File: config.mk
export PLATFORM = sky130hd
export DESIGN_NAME = crc_ahb
export DESIGN_NICKNAME = d
export VERILOG_FILES = /design/src/source/crc_bus_pkg.sv /design/src/source/crc_cfg_pkg.sv /design/src/source/crc_ahb.sv /design/src/source/crc_core.sv /design/src/source/crc_data_buffer.sv /design/src/source/host_interface.sv
export SDC_FILE = /design/constraint.sdc
export NUM_CORES = 1
export LEC_CHECK = 0
export BUFFER_PORTS_ARGS = -buffer_cell sky130_fd_sc_hd__buf_2
export CAP_MARGIN = 20
export CORE_MARGIN = 1
export CORE_UTILIZATION = 35
export CTS_CLUSTER_SIZE = 25
export DETAILED_ROUTE_END_ITERATION = 8
export SLEW_MARGIN = 20
export SYNTH_ARGS = -nofsm -noshare
export SYNTH_HDL_FRONTEND = slang
export SYNTH_HIERARCHICAL = 1
export SYNTH_SLANG_ARGS = --single-unit
export TNS_END_PERCENT = 5
File: constraint.sdc
create_clock -name HCLK -period 12.92 [get_ports HCLK]
set_input_delay 1.938 -clock HCLK [delete_from_list [all_inputs] [get_ports HCLK]]
set_output_delay 1.938 -clock HCLK [all_outputs]
set_load 0.03 [all_outputs]
File: src/source/crc_bus_pkg.sv
// Bus-side definitions of the CRC peripheral
// Only the word address HADDR[4:2] is decoded and unmapped words read as zero
package crc_bus_pkg;

	////////////////////
	// AHB-Lite encodings
	typedef enum logic [1:0] {
		IDLE   = 2'b00,
		BUSY   = 2'b01,
		NONSEQ = 2'b10,
		SEQ    = 2'b11
	} htrans_t;

	// Aligned sizes only
	typedef enum logic [2:0] {
		BYTE = 3'b000,
		HALF = 3'b001,
		WORD = 3'b010
	} hsize_t;

	// Slave never signals an error
	localparam logic HRESP_OKAY = 1'b0;

	typedef logic [31:0] bus_word_t;

	////////////////////
	// Register map at word granularity
	typedef logic [2:0] reg_addr_t;

	localparam reg_addr_t REG_DR   = 3'd0;
	localparam reg_addr_t REG_IDR  = 3'd1;
	localparam reg_addr_t REG_CR   = 3'd2;
	localparam reg_addr_t REG_INIT = 3'd4;
	localparam reg_addr_t REG_POL  = 3'd5;

	// CR field positions
	localparam int CR_RESET_BIT    = 0;
	localparam int CR_POLYSIZE_LSB = 3;
	localparam int CR_REVIN_LSB    = 5;
	localparam int CR_REVOUT_BIT   = 7;

endpackage

File: src/source/crc_cfg_pkg.sv
// CRC configuration and datapath definitions
// Field order of crc_cfg_t matches CR[7:3] so the struct maps onto the register
package crc_cfg_pkg;

	////////////////////
	// Word types
	typedef logic [31:0] crc_word_t;
	typedef logic [7:0] data_byte_t;

	// Polynomial width select
	typedef enum logic [1:0] {
		P32 = 2'b00,
		P16 = 2'b01,
		P8  = 2'b10,
		P7  = 2'b11
	} poly_size_e;

	// Input bit reversal unit
	typedef enum logic [1:0] {
		NONE = 2'b00,
		BYTE = 2'b01,
		HALF = 2'b10,
		WORD = 2'b11
	} rev_in_e;

	// CR contents, rev_out in the MSB
	typedef struct packed {
		logic       rev_out;
		rev_in_e    rev_in;
		poly_size_e poly_size;
	} crc_cfg_t;

	// One byte handed from the buffer to the core
	typedef struct packed {
		logic       valid;
		data_byte_t data;
	} feed_t;

	typedef enum logic [1:0] {
		IDLE   = 2'b00,
		RUN    = 2'b01,
		RELOAD = 2'b10
	} core_state_e;

	////////////////////
	// Reset values
	localparam crc_word_t INIT_RESET = 32'hFFFF_FFFF;
	localparam crc_word_t POLY_RESET = 32'h04C1_1DB7;
	localparam data_byte_t IDR_RESET = 8'h00;
	localparam crc_cfg_t CR_RESET = '0;

endpackage

File: src/source/crc_ahb.sv
// CRC peripheral with an AHB-Lite slave port
// HRESP is tied to OKAY and HSEL comes from an external decoder
module crc_ahb
(
	input  logic HCLK,
	input  logic HRESETn,
	input  logic HSEL,
	input  crc_bus_pkg::bus_word_t HADDR,
	input  crc_bus_pkg::htrans_t HTRANS,
	input  crc_bus_pkg::hsize_t HSIZE,
	input  logic HWRITE,
	input  crc_bus_pkg::bus_word_t HWDATA,
	input  logic HREADY,
	output crc_bus_pkg::bus_word_t HRDATA,
	output logic HREADYOUT,
	output logic HRESP
);

	// Host to datapath
	crc_bus_pkg::bus_word_t bus_wr;
	crc_bus_pkg::hsize_t bus_size;
	crc_cfg_pkg::crc_cfg_t cfg;
	logic buffer_write_en;
	logic crc_init_en;
	logic crc_poly_en;
	logic crc_idr_en;
	logic reset_chain;

	// Datapath back to host
	logic buffer_full;
	logic empty;
	logic reset_pending;
	logic read_wait;
	crc_cfg_pkg::feed_t feed;
	crc_cfg_pkg::crc_word_t crc_out;
	crc_cfg_pkg::crc_word_t crc_init_out;
	crc_cfg_pkg::crc_word_t crc_poly_out;
	crc_cfg_pkg::data_byte_t crc_idr_out;

	host_interface host_interface_i (.*);

	// Buffer only needs the input reversal mode
	crc_data_buffer crc_data_buffer_i
	(
		.HCLK            (HCLK),
		.HRESETn         (HRESETn),
		.bus_wr          (bus_wr),
		.bus_size        (bus_size),
		.buffer_write_en (buffer_write_en),
		.rev_in          (cfg.rev_in),
		.buffer_full     (buffer_full),
		.empty           (empty),
		.feed            (feed)
	);

	crc_core crc_core_i (.*);

endmodule

File: src/source/crc_core.sv
// Byte-serial CRC engine with the INIT, POL and IDR registers
// CRC lives in the low bits of the state; narrow sizes ignore upper INIT and POL bits
// An INIT write loads the CRC at once, bytes still in flight fold onto it
module crc_core
(
	input  logic HCLK,
	input  logic HRESETn,
	input  crc_cfg_pkg::feed_t feed,
	input  logic empty,
	input  crc_bus_pkg::bus_word_t bus_wr,
	input  logic crc_init_en,
	input  logic crc_poly_en,
	input  logic crc_idr_en,
	input  logic reset_chain,
	input  crc_cfg_pkg::crc_cfg_t cfg,
	output crc_cfg_pkg::crc_word_t crc_out,
	output crc_cfg_pkg::crc_word_t crc_init_out,
	output crc_cfg_pkg::crc_word_t crc_poly_out,
	output crc_cfg_pkg::data_byte_t crc_idr_out,
	output logic reset_pending,
	output logic read_wait
);

	crc_cfg_pkg::crc_word_t crc_q;
	crc_cfg_pkg::crc_word_t init_q;
	crc_cfg_pkg::crc_word_t poly_q;
	crc_cfg_pkg::data_byte_t idr_q;
	crc_cfg_pkg::core_state_e state_q;
	crc_cfg_pkg::core_state_e state_d;
	crc_cfg_pkg::crc_word_t width_mask;
	crc_cfg_pkg::crc_word_t crc_masked;
	crc_cfg_pkg::crc_word_t crc_flip;
	logic [4:0] rev_shift;

	// Eight serial steps, feedback from the top bit of the selected width
	function automatic crc_cfg_pkg::crc_word_t fold_byte(
		input crc_cfg_pkg::crc_word_t crc,
		input crc_cfg_pkg::data_byte_t data,
		input crc_cfg_pkg::crc_word_t poly,
		input crc_cfg_pkg::crc_word_t mask
	);
		crc_cfg_pkg::crc_word_t c;
		crc_cfg_pkg::crc_word_t top;
		logic fb;
		c   = crc & mask;
		top = mask ^ (mask >> 1);
		for (int i = 7; i >= 0; i--)
		begin
			fb = ((c & top) != '0) ^ data[i];
			c  = (c << 1) & mask;
			if (fb)
				c = c ^ (poly & mask);
		end
		return c;
	endfunction

	// Width mask and the shift that right-aligns a reversed value
	always_comb
	begin
		case (cfg.poly_size)
			crc_cfg_pkg::P16:
			begin
				width_mask = 32'h0000_FFFF;
				rev_shift  = 5'd16;
			end
			crc_cfg_pkg::P8:
			begin
				width_mask = 32'h0000_00FF;
				rev_shift  = 5'd24;
			end
			crc_cfg_pkg::P7:
			begin
				width_mask = 32'h0000_007F;
				rev_shift  = 5'd25;
			end
			default:
			begin
				width_mask = 32'hFFFF_FFFF;
				rev_shift  = 5'd0;
			end
		endcase
	end

	////////////////////
	// Core FSM
	always_comb
	begin
		state_d = state_q;
		case (state_q)
			crc_cfg_pkg::IDLE:
				if (reset_chain)
					state_d = crc_cfg_pkg::RELOAD;
				else if (feed.valid)
					state_d = crc_cfg_pkg::RUN;
			crc_cfg_pkg::RUN:
				if (reset_chain)
					state_d = crc_cfg_pkg::RELOAD;
				else if (!feed.valid)
					state_d = crc_cfg_pkg::IDLE;
			// Wait for buffered data to drain before reloading
			crc_cfg_pkg::RELOAD:
				if (empty)
					state_d = crc_cfg_pkg::IDLE;
			default: state_d = crc_cfg_pkg::IDLE;
		endcase
	end

	always_ff @(posedge HCLK)
	begin
		if (!HRESETn)
		begin
			state_q <= crc_cfg_pkg::IDLE;
			crc_q   <= crc_cfg_pkg::INIT_RESET;
			init_q  <= crc_cfg_pkg::INIT_RESET;
			poly_q  <= crc_cfg_pkg::POLY_RESET;
			idr_q   <= crc_cfg_pkg::IDR_RESET;
		end
		else
		begin
			state_q <= state_d;
			if (crc_init_en)
				init_q <= bus_wr;
			if (crc_poly_en)
				poly_q <= bus_wr;
			if (crc_idr_en)
				idr_q <= bus_wr[7:0];
			// CRC source priority is INIT write, chain reload, then data
			if (crc_init_en)
				crc_q <= bus_wr;
			else if (state_q == crc_cfg_pkg::RELOAD && empty)
				crc_q <= init_q;
			else if (feed.valid)
				crc_q <= fold_byte(crc_q, feed.data, poly_q, width_mask);
		end
	end

	// Output reversal across the selected width, zero-extended
	always_comb
	begin
		crc_masked = crc_q & width_mask;
		for (int i = 0; i < 32; i++)
			crc_flip[i] = crc_masked[31 - i];
		crc_out = cfg.rev_out ? (crc_flip >> rev_shift) : crc_masked;
	end

	assign crc_init_out  = init_q;
	assign crc_poly_out  = poly_q;
	assign crc_idr_out   = idr_q;
	assign reset_pending = (state_q == crc_cfg_pkg::RELOAD);
	assign read_wait     = !empty || (state_q != crc_cfg_pkg::IDLE);

endmodule

File: src/source/crc_data_buffer.sv
// One-entry DR buffer that feeds the core one byte per cycle, MSB first
// Input reversal never spans more than the written width
module crc_data_buffer
(
	input  logic HCLK,
	input  logic HRESETn,
	input  crc_bus_pkg::bus_word_t bus_wr,
	input  crc_bus_pkg::hsize_t bus_size,
	input  logic buffer_write_en,
	input  crc_cfg_pkg::rev_in_e rev_in,
	output logic buffer_full,
	output logic empty,
	output crc_cfg_pkg::feed_t feed
);

	// Bytes still to be handed out
	logic [2:0] count_q;
	logic [2:0] load_count;
	logic [1:0] byte_sel;
	crc_bus_pkg::bus_word_t data_q;
	crc_bus_pkg::bus_word_t written;
	crc_bus_pkg::bus_word_t by_byte;
	crc_bus_pkg::bus_word_t by_half;
	crc_bus_pkg::bus_word_t by_word;
	crc_bus_pkg::bus_word_t reversed;

	// Keep only the written low bytes
	always_comb
	begin
		case (bus_size)
			crc_bus_pkg::BYTE:
			begin
				written    = {24'h0, bus_wr[7:0]};
				load_count = 3'd1;
			end
			crc_bus_pkg::HALF:
			begin
				written    = {16'h0, bus_wr[15:0]};
				load_count = 3'd2;
			end
			default:
			begin
				written    = bus_wr;
				load_count = 3'd4;
			end
		endcase
	end

	////////////////////
	// Input bit reversal
	always_comb
	begin
		for (int i = 0; i < 32; i++)
		begin
			by_byte[i] = written[(i & ~7) | (7 - (i & 7))];
			by_half[i] = written[(i & ~15) | (15 - (i & 15))];
			by_word[i] = written[31 - i];
		end
		// Clip the reversal unit to the transfer size
		case (rev_in)
			crc_cfg_pkg::BYTE: reversed = by_byte;
			crc_cfg_pkg::HALF: reversed = (bus_size == crc_bus_pkg::BYTE) ? by_byte : by_half;
			crc_cfg_pkg::WORD:
			begin
				if (bus_size == crc_bus_pkg::BYTE)
					reversed = by_byte;
				else if (bus_size == crc_bus_pkg::HALF)
					reversed = by_half;
				else
					reversed = by_word;
			end
			default: reversed = written;
		endcase
	end

	// Host stalls DR writes while bytes remain, so a load never overlaps output
	always_ff @(posedge HCLK)
	begin
		if (!HRESETn)
			count_q <= 3'd0;
		else if (buffer_write_en)
			count_q <= load_count;
		else if (count_q != 3'd0)
			count_q <= count_q - 3'd1;
	end

	always_ff @(posedge HCLK)
	begin
		if (buffer_write_en)
			data_q <= reversed;
	end

	// Count of 4 wraps to byte 3, the most significant one
	assign byte_sel = count_q[1:0] - 2'd1;

	assign feed.valid  = (count_q != 3'd0);
	assign feed.data   = data_q[{byte_sel, 3'b000} +: 8];
	assign buffer_full = (count_q != 3'd0);
	assign empty       = (count_q == 3'd0);

endmodule

File: src/source/host_interface.sv
// AHB-Lite slave front end of the CRC peripheral
// Single NONSEQ transfers only; SEQ and BUSY are treated as idle
// Write strobes pulse once in the completing data-phase cycle
module host_interface
(
	input  logic HCLK,
	input  logic HRESETn,
	input  logic HSEL,
	input  crc_bus_pkg::bus_word_t HADDR,
	input  crc_bus_pkg::htrans_t HTRANS,
	input  crc_bus_pkg::hsize_t HSIZE,
	input  logic HWRITE,
	input  crc_bus_pkg::bus_word_t HWDATA,
	input  logic HREADY,
	input  crc_cfg_pkg::crc_word_t crc_out,
	input  crc_cfg_pkg::crc_word_t crc_init_out,
	input  crc_cfg_pkg::crc_word_t crc_poly_out,
	input  crc_cfg_pkg::data_byte_t crc_idr_out,
	input  logic buffer_full,
	input  logic reset_pending,
	input  logic read_wait,
	output crc_bus_pkg::bus_word_t HRDATA,
	output logic HREADYOUT,
	output logic HRESP,
	output crc_bus_pkg::bus_word_t bus_wr,
	output crc_bus_pkg::hsize_t bus_size,
	output crc_cfg_pkg::crc_cfg_t cfg,
	output logic buffer_write_en,
	output logic crc_init_en,
	output logic crc_poly_en,
	output logic crc_idr_en,
	output logic reset_chain
);

	// Address phase captured for the data phase
	logic hsel_pp;
	crc_bus_pkg::reg_addr_t haddr_pp;
	crc_bus_pkg::htrans_t htrans_pp;
	crc_bus_pkg::hsize_t hsize_pp;
	logic hwrite_pp;

	logic sample_bus;
	logic active;
	logic write_en;
	logic read_en;
	logic dr_sel;
	logic init_sel;
	logic stall;
	logic crc_cr_en;
	crc_bus_pkg::bus_word_t cr_rd;

	////////////////////
	// Address phase pipeline

	// Bus is sampled only when no data phase is stalled
	assign sample_bus = HREADY && HREADYOUT;

	always_ff @(posedge HCLK)
	begin
		if (!HRESETn)
		begin
			hsel_pp <= 1'b0;
		end
		else if (sample_bus)
		begin
			hsel_pp <= HSEL;
		end
	end

	// Rest of the address phase only matters while hsel_pp is set
	always_ff @(posedge HCLK)
	begin
		if (sample_bus)
		begin
			haddr_pp  <= HADDR[4:2];
			htrans_pp <= HTRANS;
			hsize_pp  <= HSIZE;
			hwrite_pp <= HWRITE;
		end
	end

	// Only NONSEQ starts a transfer
	assign active   = hsel_pp && (htrans_pp == crc_bus_pkg::NONSEQ);
	assign write_en = active && hwrite_pp;
	assign read_en  = active && !hwrite_pp;

	assign dr_sel   = (haddr_pp == crc_bus_pkg::REG_DR);
	assign init_sel = (haddr_pp == crc_bus_pkg::REG_INIT);

	////////////////////
	// Wait states

	// DR write waits for the buffer, DR read for the pipeline to drain
	// INIT write waits for a chain reset to finish
	assign stall = (dr_sel && write_en && buffer_full) ||
	               (dr_sel && read_en && read_wait) ||
	               (init_sel && write_en && reset_pending);

	assign HREADYOUT = !stall;
	assign HRESP     = crc_bus_pkg::HRESP_OKAY;

	// Strobes fire in the completing cycle only
	assign buffer_write_en = write_en && HREADYOUT && dr_sel;
	assign crc_init_en     = write_en && HREADYOUT && init_sel;
	assign crc_poly_en     = write_en && HREADYOUT && (haddr_pp == crc_bus_pkg::REG_POL);
	assign crc_idr_en      = write_en && HREADYOUT && (haddr_pp == crc_bus_pkg::REG_IDR);
	assign crc_cr_en       = write_en && HREADYOUT && (haddr_pp == crc_bus_pkg::REG_CR);

	// Write data is not registered here
	assign bus_wr   = HWDATA;
	assign bus_size = hsize_pp;

	// One-cycle chain reset from CR bit 0
	assign reset_chain = crc_cr_en && HWDATA[crc_bus_pkg::CR_RESET_BIT];

	// Control register
	always_ff @(posedge HCLK)
	begin
		if (!HRESETn)
		begin
			cfg <= crc_cfg_pkg::CR_RESET;
		end
		else if (crc_cr_en)
		begin
			cfg.poly_size <= crc_cfg_pkg::poly_size_e'(HWDATA[crc_bus_pkg::CR_POLYSIZE_LSB +: 2]);
			cfg.rev_in    <= crc_cfg_pkg::rev_in_e'(HWDATA[crc_bus_pkg::CR_REVIN_LSB +: 2]);
			cfg.rev_out   <= HWDATA[crc_bus_pkg::CR_REVOUT_BIT];
		end
	end

	////////////////////
	// Read data

	// CR fields back at their write positions, reset bit reads zero
	always_comb
	begin
		cr_rd = '0;
		cr_rd[crc_bus_pkg::CR_POLYSIZE_LSB +: 2] = cfg.poly_size;
		cr_rd[crc_bus_pkg::CR_REVIN_LSB +: 2]    = cfg.rev_in;
		cr_rd[crc_bus_pkg::CR_REVOUT_BIT]        = cfg.rev_out;
	end

	always_comb
	begin
		case (haddr_pp)
			crc_bus_pkg::REG_DR:   HRDATA = crc_out;
			crc_bus_pkg::REG_IDR:  HRDATA = {24'h0, crc_idr_out};
			crc_bus_pkg::REG_CR:   HRDATA = cr_rd;
			crc_bus_pkg::REG_INIT: HRDATA = crc_init_out;
			crc_bus_pkg::REG_POL:  HRDATA = crc_poly_out;
			default:               HRDATA = '0;
		endcase
	end

endmodule
==> flow_metrics.py, run 1 <==
metrics = {
    "timing": {
        "fin_crit_ps": 10500,
        "worst_slew_pin_slew_ps": 1120,
        "fin_skew_ps": 17.0,
        "timing.fmax_mhz": 95.2,
        "slew_headroom_pct": 24.9,
        "fin_crit_sh_pct": 81.3,
        "slew_viol_final": 0,
        "rsz0062_at_grt": "no",
        "setup_violations": 0,
        "finalSetupTns_ps": 0,
        "fin_hold_ws_ps": 477,
        "hold_violations": 0,
    },
    "placed_design": {
        "gp_congestion": 0.895,
        "numPortBuffers": 77,
        "hpwlAfterDp_mm": 37.3,
    },
    "yosys": {
        "yosysUniqueCellTypes": 104,
        "yosys_warnings": 6,
        "syn_avg_cell_area_sq_um": 7.99,
        "synth_largest_area_cell": "dfxtp_1",
        "syn_area_sq_um": 15100,
        "syn-num-nets": 1967,
        "synth_area_leaders": "dfxtp_1 15%, xnor2_1 10%, edfxtp_1 8.1%",
        "synth_seq_cells": 156,
        "synthesis.instances": 1891,
        "ys_seq_area_share_pct": 23.4,
        "synth_ff_type": "dfxtp_1",
        "synth_enable_flop_cells": 41,
        "synth_top_area_share_pct": 15.2,
        "ys_async_sr_fraction_pct": 0,
    },
    "global_route": {
        "antenna_found_initial": 3,
        "grt_overflow_total": 0,
        "grt_use_total_pct": 24.2,
        "grt_max_degree": 92,
        "grt_pass1_wl_mm": 80.9,
        "grt_pass1_vias": 13100,
    },
    "layout": {
        "ff_latch_area_sq_um": 3540,
        "synthToLayoutAreaGrowth_pct": 6.00,
        "drive_gt1_share_pct": 13.8,
        "fin_nets": 1892,
        "multiInputGateArea_sq_um": 10400,
        "fillers": 4336,
    },
    "floorplan": {
        "die_w_microns": 210,
        "ios": 108,
        "row_count": 75,
        "die-area_sq_um": 44000,
        "initial_core_util_pct": 35.8,
        "coreArea_sq_um": 42200,
        "fp.dieH_microns": 210,
    },
    "clock_tree": {
        "post_cts_resized": 0,
        "clock_sinks": 156,
        "cts-root-buf": "clkbuf_16",
        "path_clk_slew_ps": 70,
        "post_cts_buffers": 0,
        "cts_tree": "yes",
        "clk_latency_ps": 440,
        "cts.htree.levels": 4,
        "cts_buffer_depth": 2,
        "cts_hold_buf": 0,
        "numCtsBuffers": 17,
    },
    "pwr": {
        "power.share.combinational_pct": 74.7,
        "p_clk_share_pct": 11.3,
        "ir_drop_mv": 0.144,
        "powerDensity_nw_per_um2": 292,
        "p_int_uw": 2280,
        "seqPwrFrac_pct": 14.1,
        "p_sw_share_pct": 51.3,
        "p_sw_uw": 2400,
        "leakagePower_uw": 0.00591,
    },
    "worst_setup_path": {
        "reg2reg_depth": 29,
        "path_max_fanout": 17,
        "ff2ff_setup_slack_ps": 2420,
        "critPathMaxStageDelay_ps": 860,
        "cp_data_required_time_ps": 13250,
        "critPathLaunchType": "register",
        "crit_slowest_cell": "xnor2_1",
        "path_class": "reg2reg",
        "cp-end-kind": "register",
        "arrival_ps": 10830,
        "regToRegEndpoint": "crc_core_i/crc_q[8]",
        "crit_path_frequent_cell": "xnor2_1",
        "timing.rr.start": "crc_data_buffer_i/count_q[0]",
    },
    "route": {
        "wire_per_inst_microns": 22.9,
        "drt_iter0_markers": 1544,
        "vias": 14100,
        "first_pass_iters": 6,
        "wirelength_mm": 54.2,
        "drtAntennaViolNets": 0,
        "drc_errors": 0,
        "vias_per_cell": 5.97,
    },
    "run_status": {
        "status": "finished, final reports clean",
    },
    "min_path": {
        "hold_path_class": "reg2reg",
        "hold_path_end": "crc_core_i/crc_init_out[5]",
        "hold_path_startpoint": "crc_core_i/crc_init_out[5]",
        "worstHoldPathCells": 2,
    },
    "run": {
        "maxCapViolations": 0,
    },
}
-- cell usage in the layout (no fill, tap or decap), types with 8 or more instances in the layout --
cell type / count
nand2_1: 311
xnor2_1: 176
mux2i_1: 116
a21oi_1: 113
dfxtp_1: 112
nor2_1: 80
buf_2: 76
nand3_1: 75
o21ai_0: 58
buf_4: 41
edfxtp_1: 41
mux4_2: 40
nor2b_1: 39
xor2_1: 38
nand2b_1: 37
inv_1: 36
and2_1: 36
nor3b_1: 25
and3_1: 25
or2_1: 23
o211a_1: 23
nor3_1: 19
clkbuf_16: 17
a211oi_1: 14
o31ai_1: 14
or3_1: 10
o211ai_1: 10
a31oi_1: 10
a221oi_1: 10
a21o_1: 9
mux2_2: 9
nand3b_1: 8
nand4_1: 8
-- synth_stat cells, types with 8 or more instances --
cell type  count
xnor2_1      176
mux2i_1      116
o31ai_1       14
nor2b_1       40
o211a_1       23
or2_1         23
buf_1         22
a21oi_1      113
buf_6          9
nand3b_1       8
nor3_1        20
buf_4         42
buf_2         20
and2_1        37
mux4_2        40
edfxtp_1      41
o21ai_0       58
xor2_1        39
inv_1         36
nand3_1       75
nand2b_1      37
dfxtp_1      115
o211ai_1      10
mux2_2         9
or3_1         10
nor2_1        82
a221oi_1      10
a211oi_1      14
nand4_1        8
and3_1        25
a31oi_1       10
nor3b_1       25
a21o_1         9
clkbuf_1     112
nand2_1      311
-- how the worst max path moves through the flow --
stage | from | to | depth (start not counted)
finish | crc_data_buffer_i/count_q[0] | crc_core_i/crc_q[8] | 29
global route | crc_data_buffer_i/count_q[0] | crc_core_i/crc_q[9] | 29
CTS | crc_data_buffer_i/count_q[0] | crc_core_i/crc_q[8] | 29
detailed placement | crc_data_buffer_i/count_q[0] | crc_core_i/crc_q[16] | 29
global placement | crc_data_buffer_i/count_q[0] | crc_core_i/crc_q[8] | 29
floorplan | crc_data_buffer_i/count_q[0] | crc_core_i/crc_q[26] | 35
-- layout make-up --
type	count	share of cell area (%)
Antenna cell	1	0.0156
Clock buffer	17	2.66
Clock inverter	15	1.09
Inverter	36	0.844
Multi-Input combinational cell	1488	64.8
Sequential cell	156	22.1
Tap cell	539	4.21
Timing Repair Buffer	117	4.30
-- worst max-delay path, delay by kind of cell (launching register included) --
kind	cells	cell delay, ps
and+or+nand+nor	10	2820
AOI/OAI and AO/OA	7	2170
xor gates and xnor gates	4	2120
muxes	4	1600
buffers and inverters	3	710
adders and majority gates	1	610
DFF	1	320
-- logic make-up (layout without fill, tap and decap cells) --
group	Yosys count	after routing	share of synthesized area, %
other	1	2	0.0248
adders and majority gates	2	2	0.166
DFF	156	156	23.4
muxes	167	167	14.5
xor gates and xnor gates	218	218	12.9
and+or+nand+nor	747	747	24.6
AOI/OAI and AO/OA	353	353	16.3
buffers and inverters	247	185	8.15
-- power groups by stage --
stage               Combinational [uW]  Sequential [uW]  Clock (uW)
floorplan                         2700              599           0
global placement                  3380              661           0
detailed placement                3420              662           0
CTS                               3440              651         529
global route                      3740              659         550
finish                            3500              658         527
-- through the flow --
step	cell area, sq um	utilization [%]	setup WS (ps)	std cells	power [uW]
2_1_floorplan	15100	-	4060	1891	3300
3_3_place_gp	15400	36.5	2860	2336	4050
3_5_place_dp	15400	36.5	2740	2336	4080
4_1_cts	16000	37.9	2690	2368	4620
5_1_grt	16000	37.9	1940	2368	4950
6_report	16000	37.9	2420	2369	4680
-- per-layer routing --
metal	part of all wire (%)	routed length, microns	global-route usage [%]	up-vias
li1	-	-	-	6412
met1	40	21900	31.7	6800
met2	46	24800	39.0	791
met3	9.5	5150	4.11	132
met4	4.2	2260	10.5	2
met5	0.033	18	0	-
-- registers in the layout, summed over array words and instances (netlist names) --
name                        flops
crc_core_i/crc_init_out        32
crc_core_i/crc_poly_out        32
crc_core_i/crc_q               32
crc_data_buffer_i/data_q       32
crc_core_i/crc_idr_out          8
host_interface_i/cfg            5
crc_data_buffer_i/count_q       3
host_interface_i/bus_size       3
host_interface_i/haddr_pp       3
crc_core_i/state_q              2
host_interface_i/htrans_pp      2
host_interface_i/hsel_pp        1
host_interface_i/hwrite_pp      1
(Power assumes the default switching activity.)
==> run 2: changes to the inputs <==
==> constraint.sdc (replaced) <==
create_clock -name HCLK -period 10.6 [get_ports HCLK]
set_input_delay 1.59 -clock HCLK [delete_from_list [all_inputs] [get_ports HCLK]]
set_output_delay 1.59 -clock HCLK [all_outputs]
set_load 0.03 [all_outputs]
==> flow_metrics.py, run 2 (synthesis gave the netlist of run 1 again) <==
metrics = {
    "min_path": {
        "hold_path_class": "reg2reg",
        "hold_path_startpoint": "crc_core_i/crc_init_out[6]",
        "hold_path_end": "crc_core_i/crc_init_out[6]",
        "worstHoldPathCells": 2,
    },
    "global_route": {
        "grt_pass1_vias": 13300,
        "grt_use_total_pct": 24.6,
        "antenna_found_initial": 1,
        "grt_overflow_total": 0,
        "grt_pass1_wl_mm": 82.6,
        "grt_max_degree": 83,
    },
    "timing": {
        "slew_headroom_pct": 19.4,
        "timing.fmax_mhz": 104,
        "worst_slew_pin_slew_ps": 1210,
        "fin_crit_sh_pct": 90.5,
        "hold_violations": 0,
        "setup_violations": 0,
        "finalSetupTns_ps": 0,
        "rsz0062_at_grt": "no",
        "fin_crit_ps": 9590,
        "fin_hold_ws_ps": 483,
        "slew_viol_final": 0,
        "fin_skew_ps": 11.2,
    },
    "floorplan": {
        "fp.dieH_microns": 210,
        "ios": 108,
        "die_w_microns": 210,
        "initial_core_util_pct": 35.8,
        "die-area_sq_um": 44000,
        "coreArea_sq_um": 42200,
        "row_count": 75,
    },
    "layout": {
        "layout.cells.most_common": "nand2_1",
        "ff_latch_area_sq_um": 3540,
        "diodes": 0,
        "drive_gt1_share_pct": 14.0,
        "synthToLayoutAreaGrowth_pct": 6.11,
        "design_area_sq_um": 16000,
        "multiInputGateArea_sq_um": 10400,
        "layout_common_cells": "311 x nand2_1, 176 x xnor2_1, 116 x mux2i_1",
        "fin_nets": 1898,
        "fillers": 4377,
    },
    "route": {
        "route.met2.wl_mm": 24.7,
        "wl_met3_mm": 5.19,
        "drtAntennaViolNets": 0,
        "met1_length_mm": 22.4,
        "top_layer": "met5",
        "first_pass_iters": 6,
        "wirelength_mm": 54.3,
        "drt_iter0_markers": 1545,
        "vias_per_cell": 5.99,
        "drc_errors": 0,
        "wire_per_inst_microns": 22.9,
        "vias": 14200,
    },
    "clock_tree": {
        "cts_buffer_depth": 2,
        "cts_hold_buf": 0,
        "cts-root-buf": "clkbuf_16",
        "cts_tree": "yes",
        "path_clk_slew_ps": 70,
        "cts.htree.levels": 4,
        "post_cts_buffers": 0,
        "clk_latency_ps": 430,
        "clock_sinks": 156,
        "numCtsBuffers": 17,
        "post_cts_resized": 0,
    },
    "run": {
        "maxCapViolations": 0,
    },
    "worst_setup_path": {
        "critPathLaunchType": "register",
        "path_max_fanout": 27,
        "cp_data_required_time_ps": 10970,
        "cp-end-kind": "register",
        "path_class": "reg2reg",
        "reg2reg_depth": 28,
        "crit_slowest_cell": "xnor2_1",
        "critPathMaxStageDelay_ps": 900,
        "timing.rr.start": "crc_data_buffer_i/count_q[0]",
        "arrival_ps": 9960,
        "regToRegEndpoint": "crc_core_i/crc_q[12]",
        "ff2ff_setup_slack_ps": 1010,
    },
    "run_status": {
        "status": "finished, final reports clean",
    },
    "pwr": {
        "powerDensity_nw_per_um2": 354,
        "ir_drop_mv": 0.168,
        "leakagePower_uw": 0.00592,
    },
    "placed_design": {
        "place_area_sq_um": 15500,
        "hpwlAfterDp_mm": 37.9,
        "numPortBuffers": 77,
        "gp_congestion": 0.930,
    },
}
[run 2: worst max-delay path by stage]
stage | startpoint | to | slack (ps) | cells after the start
floorplan | crc_data_buffer_i/count_q[0] | crc_core_i/crc_q[26] | 1740 | 35
global placement | crc_data_buffer_i/count_q[0] | crc_core_i/crc_q[12] | 1360 | 28
detailed placement | crc_data_buffer_i/count_q[0] | crc_core_i/crc_q[12] | 1170 | 28
CTS | crc_data_buffer_i/count_q[0] | crc_core_i/crc_q[12] | 1100 | 28
global route | crc_data_buffer_i/count_q[0] | crc_core_i/crc_q[23] | 460 | 27
finish | crc_data_buffer_i/count_q[0] | crc_core_i/crc_q[12] | 1010 | 28
[run 2: cell type report]
cell class                      instances  share of cell area (%)
Multi-Input combinational cell       1488                    64.7
Clock buffer                           17                    2.65
Inverter                               36                   0.843
Tap cell                              539                    4.21
Timing Repair Buffer                  123                    4.57
Clock inverter                         15                   0.921
Sequential cell                       156                    22.1
[run 2: layer usage]
metal | vias to the layer above | GRT usage (%)
met1 | 6853 | 32.7
met2 | 809 | 38.9
met5 | - | 0
met4 | 2 | 9.82
li1 | 6428 | -
met3 | 134 | 4.80
[run 2: power breakdown]
| group | leakage (uW) | internal (uW) | switching, uW |
|---|---|---|---|
| Clock | 0.000274 | 313 | 290 |
| Combinational | 0.00433 | 1770 | 2490 |
| Sequential | 0.00132 | 675 | 129 |
| Total | 0.00592 | 2760 | 2910 |
[run 2: worst max-delay path: cells and delay by family (launching register included)]
family | cells | cell delay (ps)
muxes | 4 | 1570
DFF | 1 | 330
buffers and inverters | 2 | 490
xor gates and xnor gates | 2 | 1160
AOI/OAI and AO/OA | 8 | 2530
and+or+nand+nor | 12 | 3430
[run 2: metrics by stage]
stage / util, % / instances / total power (uW) / setup WS, ps
after global routing: 38.0 / 2374 / 6050 / 457
after floorplan: - / 1891 / 4020 / 1740
after detailed placement: 36.6 / 2342 / 4970 / 1170
final: 38.0 / 2374 / 5670 / 1010
after CTS: 38.0 / 2374 / 5600 / 1100
after global placement: 36.6 / 2342 / 4930 / 1360
